--- src/hdl/noc_topo_pkg.sv ---
// mesh geometry definitions
// node coordinate type, port count and the router port selector enum
// shared by the routers, the arbiters and the top level grid

`default_nettype none

package noc_topo_pkg;

  // router ports, local plus four neighbours
  localparam int NUM_PORTS = 5;

  // x is the row, y the column
  // 2 bits each, so meshes up to 4 by 4
  typedef struct packed {
    logic [1:0] x;
    logic [1:0] y;
  } coord_t;

  // indexes port arrays and arbiter request vectors
  typedef enum logic [2:0] {
    PORT_LOCAL = 3'd0,
    PORT_NORTH = 3'd1,
    PORT_SOUTH = 3'd2,
    PORT_WEST  = 3'd3,
    PORT_EAST  = 3'd4
  } port_e;

endpackage

`default_nettype wire

--- src/hdl/noc_flit_pkg.sv ---
// flit format and link definitions
// single-flit packet with destination, source and payload
// forward half of a link, ready runs back as its own bit

`default_nettype none

package noc_flit_pkg;

  // payload bits carried by each flit
  localparam int PAYLOAD_W = 16;

  // 24 bit flit
  // dst first so routing reads the top bits
  typedef struct packed {
    noc_topo_pkg::coord_t   dst;
    noc_topo_pkg::coord_t   src;
    logic [PAYLOAD_W-1:0]   payload;
  } flit_t;

  // forward direction of one link
  // flit only meaningful while valid is high
  typedef struct packed {
    logic  valid;
    flit_t flit;
  } link_t;

endpackage

`default_nettype wire

--- src/hdl/flit_fifo.sv ---
// flit_fifo
// per-input circular flit queue
// head flit shown combinationally, full/empty from an occupancy count

`default_nettype none

module flit_fifo #(
  parameter int DEPTH = 2
) (
  input  logic                 clk_noc,
  input  logic                 reset,
  input  noc_flit_pkg::flit_t  wr_flit,
  input  logic                 wr_en,
  output logic                 full,
  output noc_flit_pkg::flit_t  rd_flit,
  input  logic                 rd_en,
  output logic                 empty
);
  import noc_flit_pkg::*;

  localparam int PTR_W = (DEPTH > 1) ? $clog2(DEPTH) : 1;
  localparam logic [PTR_W-1:0] LAST_PTR   = PTR_W'(DEPTH - 1);
  localparam logic [PTR_W:0]   FULL_COUNT = (PTR_W + 1)'(DEPTH);

  flit_t            mem [DEPTH];
  logic [PTR_W-1:0] wr_ptr;
  logic [PTR_W-1:0] rd_ptr;
  logic [PTR_W:0]   count;
  logic             do_wr;
  logic             do_rd;

  // pointer wrap, depth need not be a power of two
  function automatic logic [PTR_W-1:0] next_ptr(logic [PTR_W-1:0] ptr);
    return (ptr == LAST_PTR) ? '0 : ptr + 1'b1;
  endfunction

  // write while full and read while empty are dropped
  assign do_wr = wr_en && !full;
  assign do_rd = rd_en && !empty;

  assign full    = (count == FULL_COUNT);
  assign empty   = (count == '0);
  assign rd_flit = mem[rd_ptr];

  always_ff @(posedge clk_noc) begin
    if (reset) begin
      wr_ptr <= '0;
      rd_ptr <= '0;
      count  <= '0;
    end else begin
      if (do_wr) wr_ptr <= next_ptr(wr_ptr);
      if (do_rd) rd_ptr <= next_ptr(rd_ptr);
      // simultaneous push and pop keeps the count
      case ({do_wr, do_rd})
        2'b10:   count <= count + 1'b1;
        2'b01:   count <= count - 1'b1;
        default: count <= count;
      endcase
    end
  end

  // storage
  always_ff @(posedge clk_noc) begin
    if (do_wr) mem[wr_ptr] <= wr_flit;
  end

endmodule

`default_nettype wire

--- src/hdl/noc_mesh.sv ---
// noc_mesh
// top level router grid, ROWS by COLS
// neighbour link wiring, local ports to the outside, edge tie-offs
// node number is y + x*COLS

`default_nettype none

module noc_mesh #(
  parameter int ROWS       = 2,
  parameter int COLS       = 2,
  parameter int FIFO_DEPTH = 2
) (
  input  logic                       clk_noc,
  input  logic                       reset,
  input  noc_flit_pkg::link_t        inj       [ROWS*COLS],
  output logic [ROWS*COLS-1:0]       inj_ready,
  output noc_flit_pkg::link_t        ej        [ROWS*COLS],
  input  logic [ROWS*COLS-1:0]       ej_ready
);
  import noc_topo_pkg::*;
  import noc_flit_pkg::*;

  // ns travels north, sn south, we west, ew east
  link_t                      ns_link  [(ROWS+1)*COLS];
  link_t                      sn_link  [(ROWS+1)*COLS];
  link_t                      we_link  [ROWS*(COLS+1)];
  link_t                      ew_link  [ROWS*(COLS+1)];
  // ready flows back against each link
  logic [(ROWS+1)*COLS-1:0]   ns_ready;
  logic [(ROWS+1)*COLS-1:0]   sn_ready;
  logic [ROWS*(COLS+1)-1:0]   we_ready;
  logic [ROWS*(COLS+1)-1:0]   ew_ready;

  genvar x;
  genvar y;

  for (x = 0; x < ROWS; x++) begin : g_row
    for (y = 0; y < COLS; y++) begin : g_col
      localparam int LOCAL_IDX = y + x*COLS;
      localparam int NORTH_IDX = y + x*COLS;
      localparam int SOUTH_IDX = y + (x+1)*COLS;
      localparam int WEST_IDX  = y + x*(COLS+1);
      localparam int EAST_IDX  = (y+1) + x*(COLS+1);

      link_t                rin        [NUM_PORTS];
      link_t                rout       [NUM_PORTS];
      logic [NUM_PORTS-1:0] rin_ready;
      logic [NUM_PORTS-1:0] rout_ready;

      router #(
        .ROUTER_X   (x),
        .ROUTER_Y   (y),
        .FIFO_DEPTH (FIFO_DEPTH)
      ) u_router (
        .clk_noc   (clk_noc),
        .reset     (reset),
        .in_link   (rin),
        .in_ready  (rin_ready),
        .out_link  (rout),
        .out_ready (rout_ready)
      );

      // local endpoint
      assign rin[PORT_LOCAL]        = inj[LOCAL_IDX];
      assign inj_ready[LOCAL_IDX]   = rin_ready[PORT_LOCAL];
      assign ej[LOCAL_IDX]          = rout[PORT_LOCAL];
      assign rout_ready[PORT_LOCAL] = ej_ready[LOCAL_IDX];

      // neighbours
      assign rin[PORT_NORTH]        = sn_link[NORTH_IDX];
      assign sn_ready[NORTH_IDX]    = rin_ready[PORT_NORTH];
      assign ns_link[NORTH_IDX]     = rout[PORT_NORTH];
      assign rout_ready[PORT_NORTH] = ns_ready[NORTH_IDX];

      assign rin[PORT_SOUTH]        = ns_link[SOUTH_IDX];
      assign ns_ready[SOUTH_IDX]    = rin_ready[PORT_SOUTH];
      assign sn_link[SOUTH_IDX]     = rout[PORT_SOUTH];
      assign rout_ready[PORT_SOUTH] = sn_ready[SOUTH_IDX];

      assign rin[PORT_WEST]         = ew_link[WEST_IDX];
      assign ew_ready[WEST_IDX]     = rin_ready[PORT_WEST];
      assign we_link[WEST_IDX]      = rout[PORT_WEST];
      assign rout_ready[PORT_WEST]  = we_ready[WEST_IDX];

      assign rin[PORT_EAST]         = we_link[EAST_IDX];
      assign we_ready[EAST_IDX]     = rin_ready[PORT_EAST];
      assign ew_link[EAST_IDX]      = rout[PORT_EAST];
      assign rout_ready[PORT_EAST]  = ew_ready[EAST_IDX];

      // edge tie-offs
      // nothing arrives and nothing is accepted
      if (x == 0) begin : g_north_edge
        assign sn_link[NORTH_IDX]  = '0;
        assign ns_ready[NORTH_IDX] = 1'b0;
      end
      if (x == ROWS-1) begin : g_south_edge
        assign ns_link[SOUTH_IDX]  = '0;
        assign sn_ready[SOUTH_IDX] = 1'b0;
      end
      if (y == 0) begin : g_west_edge
        assign ew_link[WEST_IDX]   = '0;
        assign we_ready[WEST_IDX]  = 1'b0;
      end
      if (y == COLS-1) begin : g_east_edge
        assign we_link[EAST_IDX]   = '0;
        assign ew_ready[EAST_IDX]  = 1'b0;
      end
    end
  end

endmodule

`default_nettype wire

--- src/hdl/port_arbiter.sv ---
// port_arbiter
// round-robin choice among router inputs for one output port
// grant is combinational, pointer moves only on a granted transfer

`default_nettype none

module port_arbiter (
  input  logic                               clk_noc,
  input  logic                               reset,
  input  logic [noc_topo_pkg::NUM_PORTS-1:0] req,
  input  logic                               out_ready,
  output logic [noc_topo_pkg::NUM_PORTS-1:0] grant
);
  import noc_topo_pkg::*;

  localparam int IDX_W = $clog2(NUM_PORTS);
  // start so that the local port wins first after reset
  localparam logic [IDX_W-1:0] LAST_INIT = IDX_W'(NUM_PORTS - 1);

  logic [IDX_W-1:0] last_q;
  logic [IDX_W-1:0] winner;
  logic             found;
  logic             xfer;

  // search begins just after the last winner
  // last winner itself is checked last
  always_comb begin : search
    int idx;
    found  = 1'b0;
    winner = last_q;
    for (int i = 1; i <= NUM_PORTS; i++) begin
      idx = (int'(last_q) + i) % NUM_PORTS;
      if (!found && req[idx]) begin
        found  = 1'b1;
        winner = IDX_W'(idx);
      end
    end
  end

  // a grant means the flit moves this cycle
  assign xfer  = found && out_ready;
  assign grant = xfer ? (NUM_PORTS'(1) << winner) : '0;

  // pointer held while the output stalls
  // so a blocked winner keeps its turn
  always_ff @(posedge clk_noc) begin
    if (reset) begin
      last_q <= LAST_INIT;
    end else if (xfer) begin
      last_q <= winner;
    end
  end

endmodule

`default_nettype wire

--- src/hdl/router.sv ---
// router
// five-port mesh router with XY routing
// one flit FIFO per input, one round-robin arbiter per output
// route computed at each FIFO head, granted head muxed to the output

`default_nettype none

module router #(
  parameter int ROUTER_X   = 0,
  parameter int ROUTER_Y   = 0,
  parameter int FIFO_DEPTH = 2
) (
  input  logic                               clk_noc,
  input  logic                               reset,
  input  noc_flit_pkg::link_t                in_link  [noc_topo_pkg::NUM_PORTS],
  output logic [noc_topo_pkg::NUM_PORTS-1:0] in_ready,
  output noc_flit_pkg::link_t                out_link [noc_topo_pkg::NUM_PORTS],
  input  logic [noc_topo_pkg::NUM_PORTS-1:0] out_ready
);
  import noc_topo_pkg::*;
  import noc_flit_pkg::*;

  // this router's place in the grid
  localparam coord_t HERE = '{x: 2'(ROUTER_X), y: 2'(ROUTER_Y)};

  flit_t                head       [NUM_PORTS];
  port_e                route      [NUM_PORTS];
  logic [NUM_PORTS-1:0] fifo_full;
  logic [NUM_PORTS-1:0] fifo_empty;
  logic [NUM_PORTS-1:0] pop;
  // indexed [output][input]
  logic [NUM_PORTS-1:0] out_req    [NUM_PORTS];
  logic [NUM_PORTS-1:0] out_grant  [NUM_PORTS];

  // dimension order: row first, then column
  function automatic port_e xy_route(coord_t dst);
    port_e sel;
    if (dst.x > HERE.x) begin
      sel = PORT_SOUTH;
    end else if (dst.x < HERE.x) begin
      sel = PORT_NORTH;
    end else if (dst.y > HERE.y) begin
      sel = PORT_EAST;
    end else if (dst.y < HERE.y) begin
      sel = PORT_WEST;
    end else begin
      sel = PORT_LOCAL;
    end
    return sel;
  endfunction

  genvar i;
  genvar o;

  // input side
  for (i = 0; i < NUM_PORTS; i++) begin : g_in
    flit_fifo #(
      .DEPTH(FIFO_DEPTH)
    ) u_fifo (
      .clk_noc (clk_noc),
      .reset   (reset),
      .wr_flit (in_link[i].flit),
      .wr_en   (in_link[i].valid),
      .full    (fifo_full[i]),
      .rd_flit (head[i]),
      .rd_en   (pop[i]),
      .empty   (fifo_empty[i])
    );

    // ready from occupancy only, never from valid
    assign in_ready[i] = !fifo_full[i];
    assign route[i]    = xy_route(head[i].dst);
  end

  // output side
  for (o = 0; o < NUM_PORTS; o++) begin : g_out
    // inputs whose head wants this output
    always_comb begin
      for (int k = 0; k < NUM_PORTS; k++) begin
        out_req[o][k] = !fifo_empty[k] && (route[k] == port_e'(o));
      end
    end

    port_arbiter u_arb (
      .clk_noc   (clk_noc),
      .reset     (reset),
      .req       (out_req[o]),
      .out_ready (out_ready[o]),
      .grant     (out_grant[o])
    );

    // one-hot mux of the granted head
    always_comb begin
      out_link[o].valid = |out_grant[o];
      out_link[o].flit  = '0;
      for (int k = 0; k < NUM_PORTS; k++) begin
        if (out_grant[o][k]) out_link[o].flit = head[k];
      end
    end
  end

  // a head routes to one output, so at most one grant per input
  always_comb begin
    pop = '0;
    for (int k = 0; k < NUM_PORTS; k++) begin
      pop = pop | out_grant[k];
    end
  end

endmodule

`default_nettype wire

--- config.mk ---
export PLATFORM = sky130hd
export DESIGN_NAME = noc_mesh
export DESIGN_NICKNAME = d
export VERILOG_FILES = /design/src/hdl/noc_topo_pkg.sv /design/src/hdl/noc_flit_pkg.sv /design/src/hdl/flit_fifo.sv /design/src/hdl/noc_mesh.sv /design/src/hdl/port_arbiter.sv /design/src/hdl/router.sv
export SDC_FILE = /design/constraint.sdc
export NUM_CORES = 1
export LEC_CHECK = 0
export ABC_AREA = 1
export BUFFER_PORTS_ARGS = -buffer_cell sky130_fd_sc_hd__buf_4
export CELL_PAD_IN_SITES_DETAIL_PLACEMENT = 1
export CELL_PAD_IN_SITES_GLOBAL_PLACEMENT = 1
export CORE_MARGIN = 5
export CORE_UTILIZATION = 30
export DETAILED_ROUTE_END_ITERATION = 8
export GPL_TIMING_DRIVEN = 0
export PLACE_DENSITY_LB_ADDON = 0.1
export SLEW_MARGIN = 20
export SYNTH_ARGS = -nofsm -noshare
export SYNTH_HDL_FRONTEND = slang
export SYNTH_SLANG_ARGS = --single-unit
--- constraint.sdc ---
create_clock -name clk_noc -period 7.3 [get_ports clk_noc]
set_input_delay 1.46 -clock clk_noc [delete_from_list [all_inputs] [get_ports clk_noc]]
set_output_delay 1.46 -clock clk_noc [all_outputs]
set_load 0.05 [all_outputs]
==> metrics <==
status=complete, no violations; fill cell count=19320; sum of buffers and inverters on the critical path=10; critical path fanouts, max=10; PortBufs=196; vias in the first global route=42160; Multi-input gate area=0.02442 mm2; post-synthesis sequential area ratio=40.68%; Yosys warnings=0; CTS HTree Levels=3; Die X=407.7 um; core area=0.1578 mm2; largest net degree at the start of global routing=25; number of hold buffers added after cts=0; CTS buffer count=82; final-report hold violation count=0; cell taking the most area after synthesis=edfxtp_1; Fin Clk Skew=0.02261 ns; Vias=42380; fin cells=8847; Clock Pin Slew Worst Setup and Hold Paths=0.06 ns; DRT Pass-1 Iters=7; synth top area cells=edfxtp_1 (36%), nand2_1 (20%), ha_1 (8.1%), nand3_1 (6.9%), inv_1 (5.3%); layout cells sized above 1=13.18%; clk_lat worst skew=0.68 ns; Slew @ Worst Pin=1.035 ns; 1st-iter DRT viols=2525; Sink Count=676; min-delay worst type=reg -> reg; fin crit share=93.90%; FFs w/ async S/R, synth=0%; area added between synthesis and finish=17.36%; DPL Wire Length=139.8 mm; post-synth top area share=36.46%; synth cell count leaders=nand2_1 (2496), inv_1 (666), nand3_1 (653); Routed Antenna Nets=0; crit path DAT=5.39 ns; first-pass GRT wire length=259.7 mm; num ports=210; fin crit period=6.854 ns; Total Routing Usage GR=20.27%; Max Freq=145.9 MHz; Synth Instances=6342; final setup fails=0; Residual DRC=0; startpoint types=flip-flop; count leader, synth=nand2_1; vias per std cell=4.790; Placed Cells=8675; clk buf depth=3; Mapped Area=0.04744 mm2; row cnt=146; die height=407.7 um; Initial Util=30.06%; Crit-path slowest cell=dfxtp_4; Avg Cell Area, Syn=7.480 um2; MaxCap Viol Count=0; Avg WL per Cell=19.65 um; CTS tree=done; final WL=173.9 mm; initial antenna violation count=3; Seq cells post-synth=676; Critical Path RT=5.84 ns; Top Family by Delay on Critical Path=simple AND/OR/NAND/NOR gates; Die Area=0.1662 mm2; critical path endpoint category=primary output; GPL Wtd Cong=0.8376; slack of the critical path=0.4456 ns; pre-CTS setup slack=-0.1514 ns; total global routing overflow=0; Root Buffer=clkbuf_16; ys flop type=edfxtp_1; Final nets=7121; count of cell types in the netlist=65; EDFF count, synth=576; Max Slew Vio Count=0; Worst slew margin=30.46%; Seq. cell area=0.01932 mm2; crit path kind=reg -> out; CP peak stage delay=0.39 ns
-- final timing paths --
check	endpoint	slack, ns	cells after the start	from
setup / recovery	ej[94]	0.45	32	flip-flop
hold / removal	flip-flop	0.46	2	flip-flop
setup reg to reg	flip-flop	0.87	25	flip-flop
hold reg to reg	flip-flop	0.46	2	flip-flop
-- through the flow --
stage               hold slack [ns]  util [%]  setup TNS [ns]  cell area [um2]
CTS                          0.4627     35.08               0            55360
detailed placement           0.4549     33.25         -0.8559            52480
global route                 0.5030     35.27         -0.1566            55670
global placement             0.4415     32.73        -0.09176            51650
finish                       0.4640     35.28               0            55680
floorplan                    0.4301         -               0            47590
-- repair_timing --
item / in CTS / in global routing
cloned: 0 / 0
resized for setup: 40 / 73
setup endpoints to repair: 81 / 80
buffers inserted: 7 / 11
pin swaps: 4 / 5
endpoints found under the hold margin: 0 / 0
-- final cells by class --
cell class	count	share of cell area (%)
Timing Repair Buffer	240	4.041
Inverter	746	5.106
Tap cell	2072	4.656
Multi-Input combinational cell	4701	43.87
Antenna cell	1	0.004494
Clock buffer	121	4.207
Sequential cell	676	34.70
Clock inverter	32	0.6517
Buffer	258	2.766
-- flip-flops by register name, summed over array words and instances, names as in the netlist, named ones only --
signal,cells
g_row.g_col.u_router.g_in.u_fifo.mem,576
g_row.g_col.u_router.g_out.u_arb.last_q,36
g_row.g_col.u_router.g_in.u_fifo.count,28
g_row.g_col.u_router.g_in.u_fifo.rd_ptr,12
g_row.g_col.u_router.g_in.u_fifo.wr_ptr,12
-- routing by layer --
metal	up-vias	wire length, um	track usage [%]
li1	21170	-	-
met1	20390	82470	27.77
met2	652	81060	34.27
met3	165	5728	2.123
met4	0	4603	5.166
met5	-	0	0
-- worst register-to-register path, delay by kind of cell, from the launching register on --
family,cells,cell delay (ns)
flops,1,0.47
fa+ha+maj,3,0.85
simple gates,10,1.62
buf+inv,10,2.36
compound gates,2,0.89
-- cell families (layout without fill, tap and decap cells) --
family	count (synthesis)	after routing	synth area share (%)
fa+ha+maj	310	310	8.208
mux	64	64	1.509
buf+inv	1004	1397	9.012
other cells	1	41	0.007905
simple gates	3729	3729	33.25
flops	676	676	40.68
compound gates	472	472	5.689
xor+xnor	86	86	1.648
-- cell usage in the layout (no fill, tap or decap), types with 9 or more instances in the layout --
cell type and count:
or2_2 27, buf_2 49, edfxtp_1 576, inv_2 61
xor2_1 68, buf_16 16, buf_6 10, clkbuf_2 12
clkinvlp_4 9, o211ai_1 42, nand2_2 34, clkinv_2 15
o21ai_0 198, nand4_1 77, dfxtp_1 92, nor2_4 36
nand3_1 638, nor3_1 35, nor2_1 263, o22ai_1 11
xnor2_1 11, buf_12 9, clkinv_1 15, clkbuf_1 98
a21oi_1 115, clkbuf_16 85, nand2_1 2494, mux2_2 60
nor2_2 17, nand3_2 35, nand3b_1 33, inv_1 659
buf_4 317, conb_1 40, clkbuf_4 11, o21ai_1 51
ha_1 303
Power is left out: the tool's default activity adds up to more than one toggle a clock period on the data nets, which glitch-free logic cannot reach.
